`src/design/video_pkg.sv`:
```
/*
	video pattern package
	frame geometry, pattern modes and the stream, config and stats types
*/
package video_pkg;

	// ----------------------------------------
	// stream geometry
	// ----------------------------------------

	// bits per pixel channel
	localparam int DATA_WIDTH  = 12;
	// parallel pixels per clock
	localparam int CHANNEL_NUM = 4;
	// width of the width and line-count fields
	localparam int GEOM_WIDTH  = 8;
	// lval low between lines
	localparam int H_BLANK     = 4;
	// fval high before first lval
	localparam int V_BLANK     = 3;
	// in-line position field, line-increment mode
	localparam int NIBBLE_W    = 4;

	// ----------------------------------------
	// pattern modes
	// ----------------------------------------

	typedef enum logic [1:0] {
		MODE_LINE_INC,
		MODE_FRAME_INC,
		MODE_PIX_INC,
		MODE_PIX_INC_NO_FVAL
	} pattern_mode_e;

	// one pixel word, read as a plain count
	// or as line index over in-line position
	typedef union packed {
		logic [DATA_WIDTH-1:0] count;
		struct packed {
			// line index within the frame
			logic [DATA_WIDTH-NIBBLE_W-1:0] line;
			// word position, wraps mod 16
			logic [NIBBLE_W-1:0]            pos;
		} li;
	} pixel_u;

	// ----------------------------------------
	// config and stream
	// ----------------------------------------

	// held stable while busy
	typedef struct packed {
		pattern_mode_e         mode;
		// active words per line
		logic [GEOM_WIDTH-1:0] width;
		// lines per frame
		logic [GEOM_WIDTH-1:0] lines;
	} video_cfg_t;

	// fval/lval framing plus all channels
	typedef struct packed {
		logic                       fval;
		logic                       lval;
		pixel_u [CHANNEL_NUM-1:0]   data;
	} video_bus_t;

	// per-frame results
	typedef struct packed {
		// sum of all channel values, mod 2^32
		logic [31:0]           checksum;
		// valid words in the frame
		logic [15:0]           words;
		// lval falling edges in the frame
		logic [GEOM_WIDTH-1:0] lines;
	} frame_stats_t;

endpackage

```
`src/design/sensor_timing.sv`:
```
/*
	sensor timing generator
	fval/lval framing for a burst of frames of the configured geometry
*/
module sensor_timing import video_pkg::*; (
	input  logic                  clk,
	input  logic                  reset,
	input  video_cfg_t            i_cfg,
	input  logic                  i_start,
	input  logic [GEOM_WIDTH-1:0] i_frames,
	output video_bus_t            o_video,
	output logic                  o_busy
);

	typedef enum logic [2:0] {
		ST_IDLE,
		ST_VBLANK,
		ST_ACTIVE,
		ST_HBLANK,
		ST_GAP
	} state_e;

	state_e                state;
	// cycle counter inside vblank, active and hblank
	logic [GEOM_WIDTH-1:0] pix_cnt;
	logic [GEOM_WIDTH-1:0] line_cnt;
	// frames still to send in this burst
	logic [GEOM_WIDTH-1:0] frames_left;

	// ----------------------------------------
	// framing FSM
	// ----------------------------------------
	always_ff @(posedge clk) begin
		if (reset) begin
			state       <= ST_IDLE;
			pix_cnt     <= '0;
			line_cnt    <= '0;
			frames_left <= '0;
		end else begin
			case (state)
				ST_IDLE: begin
					// zero-frame requests are dropped
					if (i_start && i_frames != '0) begin
						state       <= ST_VBLANK;
						pix_cnt     <= '0;
						line_cnt    <= '0;
						frames_left <= i_frames;
					end
				end
				ST_VBLANK: begin
					if (pix_cnt == GEOM_WIDTH'(V_BLANK - 1)) begin
						state   <= ST_ACTIVE;
						pix_cnt <= '0;
					end else begin
						pix_cnt <= pix_cnt + 1'b1;
					end
				end
				ST_ACTIVE: begin
					if (pix_cnt == i_cfg.width - 1'b1) begin
						state   <= ST_HBLANK;
						pix_cnt <= '0;
					end else begin
						pix_cnt <= pix_cnt + 1'b1;
					end
				end
				ST_HBLANK: begin
					if (pix_cnt == GEOM_WIDTH'(H_BLANK - 1)) begin
						pix_cnt <= '0;
						if (line_cnt == i_cfg.lines - 1'b1) begin
							// last line done, fval drops next
							line_cnt    <= '0;
							frames_left <= frames_left - 1'b1;
							state       <= (frames_left == GEOM_WIDTH'(1)) ? ST_IDLE : ST_GAP;
						end else begin
							line_cnt <= line_cnt + 1'b1;
							state    <= ST_ACTIVE;
						end
					end else begin
						pix_cnt <= pix_cnt + 1'b1;
					end
				end
				// one cycle of fval low between frames
				ST_GAP: state <= ST_VBLANK;
				default: state <= ST_IDLE;
			endcase
		end
	end

	// ----------------------------------------
	// outputs, decoded from registered state
	// ----------------------------------------
	always_comb begin
		o_video      = '0;
		o_video.fval = (state == ST_VBLANK) || (state == ST_ACTIVE) || (state == ST_HBLANK);
		o_video.lval = (state == ST_ACTIVE);
		// busy falls together with the last fval
		o_busy       = (state != ST_IDLE);
	end

endmodule

```
`src/design/pattern_gen.sv`:
```
/*
	test pattern generator
	delays the framing by one cycle and fills all channels per the pattern mode
*/
module pattern_gen import video_pkg::*; (
	input  logic          clk,
	input  logic          reset,
	input  pattern_mode_e i_mode,
	input  video_bus_t    i_video,
	output video_bus_t    o_video
);

	// registered framing, also the output framing
	logic fval_reg;
	logic lval_reg;

	logic fval_rise;
	logic fval_fall;
	logic lval_rise;
	logic lval_fall;

	// per-frame counter for line and pixel increment
	pixel_u pix;
	// pixel count, cleared by reset only
	logic [DATA_WIDTH-1:0] run_cnt;
	// completed frames since reset
	logic [DATA_WIDTH-1:0] frame_cnt;
	// value shown on every channel
	pixel_u value;

	// ----------------------------------------
	// framing register and edges
	// ----------------------------------------
	always_ff @(posedge clk) begin
		if (reset) begin
			fval_reg <= 1'b0;
			lval_reg <= 1'b0;
		end else begin
			fval_reg <= i_video.fval;
			lval_reg <= i_video.lval;
		end
	end

	// edges seen from input vs registered copy
	assign fval_rise = !fval_reg && i_video.fval;
	assign fval_fall = fval_reg && !i_video.fval;
	assign lval_rise = !lval_reg && i_video.lval;
	assign lval_fall = lval_reg && !i_video.lval;

	// ----------------------------------------
	// per-frame counter
	// ----------------------------------------
	always_ff @(posedge clk) begin
		if (reset) begin
			pix <= '0;
		end else begin
			case (i_mode)
				MODE_LINE_INC: begin
					// line index, cleared at frame start
					if (fval_rise) begin
						pix.li.line <= '0;
					end else if (lval_fall) begin
						pix.li.line <= pix.li.line + 1'b1;
					end
					// position in line, wraps on its own
					if (lval_rise) begin
						pix.li.pos <= '0;
					end else if (lval_reg) begin
						pix.li.pos <= pix.li.pos + 1'b1;
					end
				end
				MODE_PIX_INC: begin
					// held at zero while fval is low
					if (!i_video.fval) begin
						pix.count <= '0;
					end else if (lval_reg) begin
						pix.count <= pix.count + 1'b1;
					end
				end
				default: pix <= pix;
			endcase
		end
	end

	// ----------------------------------------
	// counters that run in every mode
	// ----------------------------------------
	always_ff @(posedge clk) begin
		if (reset) begin
			run_cnt   <= '0;
			frame_cnt <= '0;
		end else begin
			// one step per output word
			if (lval_reg) begin
				run_cnt <= run_cnt + 1'b1;
			end
			if (fval_fall) begin
				frame_cnt <= frame_cnt + 1'b1;
			end
		end
	end

	// mode select
	always_comb begin
		case (i_mode)
			MODE_LINE_INC,
			MODE_PIX_INC:   value = pix;
			MODE_FRAME_INC: value.count = frame_cnt;
			default:        value.count = run_cnt;
		endcase
	end

	// ----------------------------------------
	// output, data zero outside lval
	// ----------------------------------------
	always_comb begin
		o_video.fval = fval_reg;
		o_video.lval = lval_reg;
		for (int ch = 0; ch < CHANNEL_NUM; ch++) begin
			o_video.data[ch] = lval_reg ? value : '0;
		end
	end

endmodule

```
`src/design/frame_stats.sv`:
```
/*
	frame statistics
	per-frame checksum, word and line counts, reported at frame end
*/
module frame_stats import video_pkg::*; (
	input  logic         clk,
	input  logic         reset,
	input  video_bus_t   i_video,
	output frame_stats_t o_stats,
	output logic         o_stats_valid
);

	// previous framing for edge detect
	logic fval_d;
	logic lval_d;
	logic fval_fall;
	logic lval_fall;

	// sum of all channels in the current word
	logic [31:0] word_sum;

	// running accumulators
	logic [31:0]           acc_sum;
	logic [15:0]           acc_words;
	logic [GEOM_WIDTH-1:0] acc_lines;

	assign fval_fall = fval_d && !i_video.fval;
	assign lval_fall = lval_d && !i_video.lval;

	always_comb begin
		word_sum = '0;
		for (int ch = 0; ch < CHANNEL_NUM; ch++) begin
			word_sum = word_sum + 32'(i_video.data[ch].count);
		end
	end

	// ----------------------------------------
	// accumulate during fval
	// ----------------------------------------
	always_ff @(posedge clk) begin
		if (reset) begin
			fval_d        <= 1'b0;
			lval_d        <= 1'b0;
			acc_sum       <= '0;
			acc_words     <= '0;
			acc_lines     <= '0;
			o_stats_valid <= 1'b0;
		end else begin
			fval_d        <= i_video.fval;
			lval_d        <= i_video.lval;
			o_stats_valid <= fval_fall;
			if (fval_fall) begin
				// frame done, start over
				acc_sum   <= '0;
				acc_words <= '0;
				acc_lines <= '0;
			end else if (i_video.fval) begin
				if (i_video.lval) begin
					acc_sum   <= acc_sum + word_sum;
					acc_words <= acc_words + 1'b1;
				end
				if (lval_fall) begin
					acc_lines <= acc_lines + 1'b1;
				end
			end
		end
	end

	// results held until the next frame end
	always_ff @(posedge clk) begin
		if (fval_fall) begin
			o_stats.checksum <= acc_sum;
			o_stats.words    <= acc_words;
			o_stats.lines    <= acc_lines;
		end
	end

endmodule

```
`src/design/pattern_top.sv`:
```
/*
	pattern source top
	timing generator, pattern generator and frame statistics in a chain
*/
module pattern_top import video_pkg::*; (
	input  logic                  clk,
	input  logic                  reset,
	input  video_cfg_t            i_cfg,
	input  logic                  i_start,
	input  logic [GEOM_WIDTH-1:0] i_frames,
	output video_bus_t            o_video,
	output logic                  o_busy,
	output frame_stats_t          o_stats,
	output logic                  o_stats_valid
);

	// framing only, data is zero
	video_bus_t timing_video;

	// ----------------------------------------
	// framing source
	// ----------------------------------------
	sensor_timing sensor_timing_inst (
		.clk      (clk),
		.reset    (reset),
		.i_cfg    (i_cfg),
		.i_start  (i_start),
		.i_frames (i_frames),
		.o_video  (timing_video),
		.o_busy   (o_busy)
	);

	// one cycle behind the timing block
	pattern_gen pattern_gen_inst (
		.clk     (clk),
		.reset   (reset),
		.i_mode  (i_cfg.mode),
		.i_video (timing_video),
		.o_video (o_video)
	);

	// watches the top-level stream
	frame_stats frame_stats_inst (
		.clk           (clk),
		.reset         (reset),
		.i_video       (o_video),
		.o_stats       (o_stats),
		.o_stats_valid (o_stats_valid)
	);

endmodule

```
`config.mk`:
```
export PLATFORM = sky130hd
export DESIGN_NAME = pattern_top
export DESIGN_NICKNAME = d
export VERILOG_FILES = /design/src/design/video_pkg.sv /design/src/design/sensor_timing.sv /design/src/design/pattern_gen.sv /design/src/design/frame_stats.sv /design/src/design/pattern_top.sv
export SDC_FILE = /design/constraint.sdc
export NUM_CORES = 1
export LEC_CHECK = 0
export ABC_AREA = 1
export BUFFER_PORTS_ARGS = -buffer_cell sky130_fd_sc_hd__buf_2
export CORE_MARGIN = 3
export CORE_UTILIZATION = 55
export CTS_CLUSTER_DIAMETER = 100
export CTS_CLUSTER_SIZE = 30
export DETAILED_ROUTE_END_ITERATION = 10
export GPL_ROUTABILITY_DRIVEN = 0
export HOLD_SLACK_MARGIN = 0.15
export PLACE_DENSITY = 0.84
export SYNTH_ARGS = -nofsm -noshare
export SYNTH_HDL_FRONTEND = slang
export SYNTH_SLANG_ARGS = --single-unit
export TNS_END_PERCENT = 10
```
`constraint.sdc`:
```
create_clock -name clk -period 5.2 [get_ports clk]
set_input_delay 0.52 -clock clk [delete_from_list [all_inputs] [get_ports clk]]
set_output_delay 0.52 -clock clk [all_outputs]
set_load 0.005 [all_outputs]
```
==> summary.txt, run 1 <==
Run status
  • Status: finished clean

Global routing
  • All-Layer GR Usage: 21.6%
  • Largest net degree at the start of global routing: 57
  • Vias in the first global route: 7,120
  • Global-route wire length before repair: 32.9 mm
  • Gr ovfl total: 0
  • Initial antenna violation count: 0

Worst setup path
  • Worst-path maximum fanout: 23
  • Crit path capture type: flop
  • Most common cell on crit path: nand2_1
  • Worst Path Required: 5.51 ns
  • Worst path slowest cell: dfxtp_1
  • Worst reg2reg path startpoint: pattern_gen_inst.lval_reg
  • CP Buf/Inv Count: 1
  • CP cell instances: o21ai_0 -> a221oi_2 -> ha_1 -> or2_2 -> ha_1 -> inv_1 -> fa_1 -> nand3b_1 -> nand2_1 -> nand3_1 -> nand2_1 -> nand2_1 -> nor2_1 -> nand2_1 -> xor2_1 -> nor2_1
  • Start point of the critical path: pattern_gen_inst.lval_reg
  • CP arrival: 4.08 ns
  • CP max stage delay: 0.74 ns
  • Startpoint types: flop
  • CP delay by family, top: simple AND/OR/NAND/NOR gates
  • Crit Path Category: reg2reg

Die
  • Die width: 138 um
  • Starting density of the core: 56.9%
  • Die area: 0.0190 sq mm
  • IO Count: 137
  • Die Ht: 138 um
  • Num rows: 47
  • Core area: 0.0168 sq mm

Clock network
  • # clock sinks: 178
  • Number of H-tree levels: 4
  • CTS buffer count: 17
  • Number of hold buffers added after CTS: 0
  • CTS resizes: 0
  • Worst skew pair latency: 0.43 ns
  • Root Driver: clkbuf_16
  • TritonCTS clock tree: yes
  • CTS clk-pin slew, worst paths: 0.07 ns
  • Max Buffers Root-to-Sink: 2
  • Post-CTS setup buffers: 0

Power
  • Int Pwr: 2.54 mW
  • Sw Share: 33.0%
  • Pwr Density: 354 mW/mm^2
  • Clock group share of total power: 33.8%
  • Peak supply drop: 0.232 mV
  • Sw power: 1.25 mW
  • Sequential power share: 43.8%
  • Combinational Power Share: 22.3%
  • Pwr Total: 3.79 mW
  • P_leak: 4.61 nW

Synthesis
  • Yosys reg bits: 178
  • EDFF count, synth: 55
  • Synth Area in XOR/XNOR: 3.86%
  • Synth Area in Adders: 4.54%
  • Post-synthesis compound-gate area fraction: 12.7%
  • Cell area after synthesis: 0.00954 sq mm
  • Mean area per synthesized cell: 7.81 sq um
  • Post-synthesis cell count: 1,222
  • Largest family of logic cells by synthesized area: simple AND/OR/NAND/NOR gates
  • Syn. warnings: 0
  • Distinct cell type count after synthesis: 54
  • Ys async rst share: 0%
  • Most used DFF post-synth: dfxtp_1
  • Sequential share of the synthesized area: 43.1%
  • Synth Area in Simple Gates: 24.3%
  • Mux cell area share after synthesis: 0%
  • Synth area leaders: dfxtp_1 (26%), edfxtp_1 (17%), nand2_1 (7.8%)
  • Most area-hungry cell type in the Yosys netlist: dfxtp_1
  • Synth Net Count: 1,285
  • Share of the synthesized area in the top cell type: 25.8%

Routing
  • Highest Signal Layer: met4
  • Met2 wire len: 9.78 mm
  • Iteration count of the initial detailed-routing pass: 6
  • DRC viols: 0
  • Initial drt markers: 517
  • Via/cell ratio: 5.26
  • Avg WL per Cell: 13.2 um
  • DRT antenna net count: 0
  • Final wirelength: 20.4 mm
  • DR WL met3: 1.11 mm
  • Vias: 8,133
  • WL met1: 9.10 mm

Finish
  • Final core utilization: 63.9%
  • Most frequent cells in the layout: nand2_1 (198), inv_1 (170), buf_2 (135)
  • Total Nets Final: 1,375
  • Most common cell after layout, fill and taps aside: nand2_1
  • Max FFs per register: 55
  • Share of cells above drive strength 1: 16.6%
  • Largest registers: frame_stats_inst.o_stats x55, frame_stats_inst.acc_sum x31, frame_stats_inst.acc_words x16
  • Most flop-heavy register: frame_stats_inst.o_stats
  • Fin area: 0.0107 sq mm
  • Synthesis-to-finish area growth: 12.3%
  • Ant. Diodes: 0

Timing
  • Slew @ Worst Pin: 0.889 ns
  • Max-slew violation count: 0
  • Hold Vio Cnt, Final: 0
  • Fin crit period: 3.77 ns
  • Final setup viols: 0
  • Max Clk Rate: 265 MHz
  • RSZ-0062 raised after global routing: false
  • Worst slew margin: 40.7%
  • Fin crit share: 72.5%
  • Fin Clk Skew: 0.00943 ns
  • Setup_tns: 0 ns

Placed design
  • PortBufs: 135
  • DP Area: 0.0101 sq mm
  • DP HPWL: 15.0 mm

Worst hold path
  • Worst hold start: frame_stats_inst.acc_lines[2]
  • Worst Hold Class: reg2reg

Run
  • Maxcap violations: 0
## logic make-up after synthesis
logic type	Yosys count
buffers and inverters	246
xor gates and xnor gates	42
DFF	178
other	1
AOI/OAI and AO/OA	216
adders and majority gates	34
and+or+nand+nor	505
## stage by stage
step,std cells,worst slack [ns],hold slack (ns)
floorplan,1222,1.20,0.408
global placement,1513,1.66,0.424
detailed placement,1513,1.49,0.421
CTS,1545,1.45,0.438
global route,1545,1.04,0.450
finish,1545,1.43,0.439
## path summary, 6_finish.rpt
| check | end | slack (ns) | cells after the start |
|---|---|---|---|
| max reg2reg | frame_stats_inst.acc_sum[26] | 1.43 | 16 |
| max | frame_stats_inst.acc_sum[26] | 1.43 | 16 |
| min | frame_stats_inst.o_stats[2] | 0.44 | 0 |
| min reg2reg | frame_stats_inst.o_stats[2] | 0.44 | 0 |
## metal layers
layer	vias up	track usage (%)
met5	-	0
met2	236	36.4
li1	4162	-
met4	0	6.86
met1	3702	27.8
met3	33	4.38
## power groups by stage
stage          logic (mW)  clock network, mW  registers (mW)
3_3_place_gp        0.813                  0            1.69
2_1_floorplan       0.639                  0            1.67
5_1_grt             0.952               1.36            1.68
4_1_cts             0.846               1.30            1.66
6_report            0.846               1.28            1.66
3_5_place_dp        0.840                  0            1.69
## Yosys cell counts, types with 5 or more instances
library cell	n
nand2_1	198
xnor2_1	14
xor2_1	28
or2_2	6
nand2_2	5
a21oi_1	97
inv_1	170
buf_4	40
a221oi_1	13
o21ai_1	6
nor2_1	126
clkbuf_1	23
nand4_1	15
dfxtp_1	123
nand3_1	67
nor2_2	6
a211oi_1	6
ha_1	33
nor3_1	47
or2_0	5
o21ai_0	74
edfxtp_1	55
## final cells by class
cell class                      instances  area [sq um]
Clock inverter                         14           169
Fill cell                            1410          6050
Multi-Input combinational cell        798          4340
Clock buffer                           18           429
Tap cell                              220           275
Sequential cell                       178          4110
Timing Repair Buffer                  142           728
Inverter                              175           658
## worst register-to-register path, delay by kind of cell, from the launching register on
family	cells	cell delay [ns]
simple gates	9	1.11
fa+ha+maj	3	0.81
compound gates	2	0.79
flops	1	0.74
xor+xnor	1	0.15
buf+inv	1	0.06
(Power assumes the default switching activity.)
==> run 2: changes to the inputs <==
--- a/config.mk
+++ b/config.mk
@@ -5,7 +5,7 @@
 export SDC_FILE = /design/constraint.sdc
 export NUM_CORES = 1
 export LEC_CHECK = 0
-export ABC_AREA = 1
+export ABC_AREA = 0
 export BUFFER_PORTS_ARGS = -buffer_cell sky130_fd_sc_hd__buf_2
 export CORE_MARGIN = 3
 export CORE_UTILIZATION = 55
==> constraint.sdc (replaced) <==
create_clock -name clk -period 3.8 [get_ports clk]
set_input_delay 0.38 -clock clk [delete_from_list [all_inputs] [get_ports clk]]
set_output_delay 0.38 -clock clk [all_outputs]
set_load 0.005 [all_outputs]
==> run 2 against run 1 <==
Register-to-register slack got worse by 1.1 ns. Sequential power increased by 22%. Worst setup slack worse by 1.1 ns. Combinational power is 58% lower. Cell count is 16% lower. Critical path depth fell by 4. Total power increased by 10%. Global-route usage shrank 0.88 points. Clock power up 41%. First-iteration DRC count is 7.5% lower. Design area shrank 2.9%. Worst hold slack worse by 0.15 ns. Critical path type unchanged. Critical endpoint is now frame_stats_inst.acc_sum[16]. Highest routed layer unchanged.
==> summary.txt, run 2 <==
Run status
  • Status: finished clean (unchanged)

Die
  • Starting density of the core: 57.0% (was 56.9%)
  • IO Count: 137 (unchanged)
  • Num rows: 46 (was 47)
  • Core area: 0.0161 sq mm (was 0.0168 sq mm)
  • Die Ht: 135 um (was 138 um)
  • Die width: 135 um (was 138 um)
  • Die area: 0.0183 sq mm (was 0.0190 sq mm)

Finish
  • Final core utilization: 64.5% (was 63.9%)
  • Share of cells above drive strength 1: 19.1% (was 16.6%)
  • Total Nets Final: 1,131 (was 1,375)
  • Max FFs per register: 55 (unchanged)
  • Filler cells: 1,290 (was 1,410)
  • Ant. Diodes: 0 (unchanged)
  • Most flop-heavy register: frame_stats_inst.o_stats (unchanged)
  • Largest registers: frame_stats_inst.o_stats x55, frame_stats_inst.acc_sum x31, frame_stats_inst.acc_words x16 (unchanged)
  • Most frequent cells in the layout: buf_2 (135), nor2_1 (132), dfxtp_1 (123) (was nand2_1 (198), inv_1 (170), buf_2 (135))
  • Synthesis-to-finish area growth: 13.3% (was 12.3%)
  • Most common cell after layout, fill and taps aside: buf_2 (was nand2_1)

Worst setup path
  • Crit path capture type: flop (unchanged)
  • Worst path slowest cell: nor3b_1 (was dfxtp_1)
  • Crit Path Category: reg2reg (unchanged)
  • Worst Path Required: 4.10 ns (was 5.51 ns)
  • CP delay by family, top: simple AND/OR/NAND/NOR gates (unchanged)
  • CP max stage delay: 0.83 ns (was 0.74 ns)
  • Startpoint types: flop (unchanged)
  • CP cell instances: inv_1 -> buf_4 -> a211oi_2 -> ha_1 -> xnor2_1 -> ha_1 -> a21o_1 -> a21oi_1 -> nor3b_1 -> a211oi_1 -> xnor2_1 -> nor2_1 (was o21ai_0 -> a221oi_2 -> ha_1 -> or2_2 -> ha_1 -> inv_1 -> fa_1 -> nand3b_1 -> nand2_1 -> nand3_1 -> nand2_1 -> nand2_1 -> nor2_1 -> nand2_1 -> xor2_1 -> nor2_1)
  • Worst-path maximum fanout: 21 (was 23)
  • CP arrival: 3.75 ns (was 4.08 ns)
  • CP Buf/Inv Count: 2 (was 1)

Clock network
  • Number of H-tree levels: 4 (unchanged)
  • Max Buffers Root-to-Sink: 2 (unchanged)
  • Root Driver: clkbuf_16 (unchanged)
  • Worst skew pair latency: 0.43 ns (about the same)
  • CTS buffer count: 17 (unchanged)
  • Number of hold buffers added after CTS: 0 (unchanged)
  • Post-CTS setup buffers: 0 (unchanged)
  • CTS clk-pin slew, worst paths: 0.07 ns (about the same)
  • CTS resizes: 0 (unchanged)
  • TritonCTS clock tree: yes (unchanged)
  • # clock sinks: 178 (unchanged)

Power
  • Sw Share: 24.2% (was 33.0%)
  • Int Pwr: 3.17 mW (was 2.54 mW)
  • Pwr Density: 402 mW/mm^2 (was 354 mW/mm^2)
  • Clock group share of total power: 42.9% (was 33.8%)
  • Combinational Power Share: 8.6% (was 22.3%)
  • Sequential power share: 48.5% (was 43.8%)
  • Peak supply drop: 0.342 mV (was 0.232 mV)
  • Pwr Total: 4.18 mW (was 3.79 mW)
  • Sw power: 1.01 mW (was 1.25 mW)
  • P_leak: 4.20 nW (was 4.61 nW)

Global routing
  • All-Layer GR Usage: 20.7% (was 21.6%)
  • Gr ovfl total: 0 (unchanged)
  • Vias in the first global route: 6,581 (was 7,120)
  • Initial antenna violation count: 0 (unchanged)
  • Global-route wire length before repair: 31.1 mm (was 32.9 mm)
  • Largest net degree at the start of global routing: 56 (was 57)

Synthesis
  • Mean area per synthesized cell: 9.34 sq um (was 7.81 sq um)
  • Most frequent cell after synthesis: nor2_1 (was nand2_1)
  • Share of the synthesized area in the top cell type: 26.8% (was 25.8%)
  • Commonest cells in the netlist: nor2_1 (132), dfxtp_1 (123), nand2_1 (79), edfxtp_1 (55) (was nand2_1 (198), inv_1 (170), nor2_1 (126), dfxtp_1 (123), a21oi_1 (97))
  • Yosys reg bits: 178 (unchanged)
  • Ys async rst share: 0% (unchanged)
  • EDFF count, synth: 55 (unchanged)
  • Most area-hungry cell type in the Yosys netlist: dfxtp_1 (unchanged)
  • Sequential share of the synthesized area: 44.8% (was 43.1%)
  • Synth area leaders: dfxtp_1 (27%), edfxtp_1 (18%), nor2_1 (5.4%) (was dfxtp_1 (26%), edfxtp_1 (17%), nand2_1 (7.8%))
  • Synth Net Count: 1,046 (was 1,285)
  • Post-synthesis cell count: 983 (was 1,222)
  • Most used DFF post-synth: dfxtp_1 (unchanged)
  • Distinct cell type count after synthesis: 72 (was 54)
  • Cell area after synthesis: 0.00918 sq mm (was 0.00954 sq mm)
  • Syn. warnings: 0 (unchanged)

Timing
  • Fin crit share: 91.0% (was 72.5%)
  • Max Clk Rate: 289 MHz (was 265 MHz)
  • Final setup viols: 0 (unchanged)
  • Max-slew violation count: 0 (unchanged)
  • RSZ-0062 raised after global routing: false (unchanged)
  • Setup_tns: 0 ns (unchanged)
  • Slew @ Worst Pin: 0.984 ns (was 0.889 ns)
  • Worst slew margin: 34.3% (was 40.7%)
  • Hold Vio Cnt, Final: 0 (unchanged)
  • Fin Clk Skew: 0.00984 ns (was 0.00943 ns)
  • Fin crit period: 3.46 ns (was 3.77 ns)

Routing
  • Avg WL per Cell: 14.7 um (was 13.2 um)
  • Initial drt markers: 478 (was 517)
  • DRT antenna net count: 0 (unchanged)
  • Final wirelength: 19.1 mm (was 20.4 mm)
  • Vias: 7,293 (was 8,133)
  • Via/cell ratio: 5.62 (was 5.26)
  • DRC viols: 0 (unchanged)
  • Iteration count of the initial detailed-routing pass: 5 (was 6)

Run
  • Maxcap violations: 0 (unchanged)

Placed design
  • PortBufs: 135 (unchanged)
  • DP HPWL: 13.5 mm (was 15.0 mm)

Worst hold path
  • Worst Hold Class: in2reg (was reg2reg)
[run 2: power by group through the flow]
stage | Combinational, mW | Sequential (mW) | Clock [mW]
detailed placement | 0.355 | 2.07 | 0
finish | 0.358 | 2.03 | 1.80
CTS | 0.359 | 2.03 | 1.83
floorplan | 0.265 | 2.06 | 0
global route | 0.399 | 2.03 | 1.91
global placement | 0.345 | 2.07 | 0
[run 2: logic make-up (layout without fill, tap and decap cells)]
| family | count (synthesis) | after routing | synth area share [%] |
|---|---|---|---|
| and+or+nand+nor | 366 | 366 | 19.1 |
| DFF | 178 | 178 | 44.8 |
| AOI/OAI and AO/OA | 177 | 177 | 13.6 |
| buffers and inverters | 111 | 209 | 6.19 |
| xor gates and xnor gates | 97 | 97 | 9.42 |
| adders and majority gates | 34 | 34 | 4.72 |
| muxes | 19 | 19 | 2.10 |
| other | 1 | 1 | 0.0408 |
[run 2: path summary, 6_finish.rpt]
path                                       from                                 to  slack [ns]  depth (start not counted)
setup reg to reg      pattern_gen_inst.lval_reg       frame_stats_inst.acc_sum[16]        0.34                         12
hold / removal                      i_frames[0]  sensor_timing_inst.frames_left[0]        0.29                          3
setup / recovery      pattern_gen_inst.lval_reg       frame_stats_inst.acc_sum[16]        0.34                         12
hold reg to reg   frame_stats_inst.acc_lines[7]        frame_stats_inst.o_stats[7]        0.45                          0
[run 2: per-stage QoR]
step | instance area [sq um] | hold WS, ns | worst slack, ns | std cells
after floorplan | 9190 | 0.417 | 0.0149 | 983
after global placement | 9790 | 0.429 | 0.137 | 1265
after detailed placement | 9790 | 0.433 | 0.0964 | 1265
after CTS | 10400 | 0.277 | 0.222 | 1297
after global routing | 10400 | 0.280 | 0.0192 | 1297
final | 10400 | 0.289 | 0.342 | 1297
[run 2: cell type report]
class	instances	area, sq um	share of cell area, %
inverters	26	97.6	0.939
multi-input cells	694	4510	43.4
clock buffers	18	429	4.13
flip-flops and latches	178	4110	39.6
clock inverters	14	176	1.70
repair buffers	151	796	7.65
well taps	216	270	2.60
[run 2: tightest hold or removal path: stages]
cell and delay [ns]:
buf_2 0.11, a21oi_1 0.11, a211oi_1 0.07
[run 2: routing by layer]
layer	vias to the layer above	track usage [%]	routed length, um
met1	3438	26.6	8450
met2	202	35.0	9390
met5	-	0	0
met4	0	7.00	403
met3	32	4.05	854
li1	3621	-	-
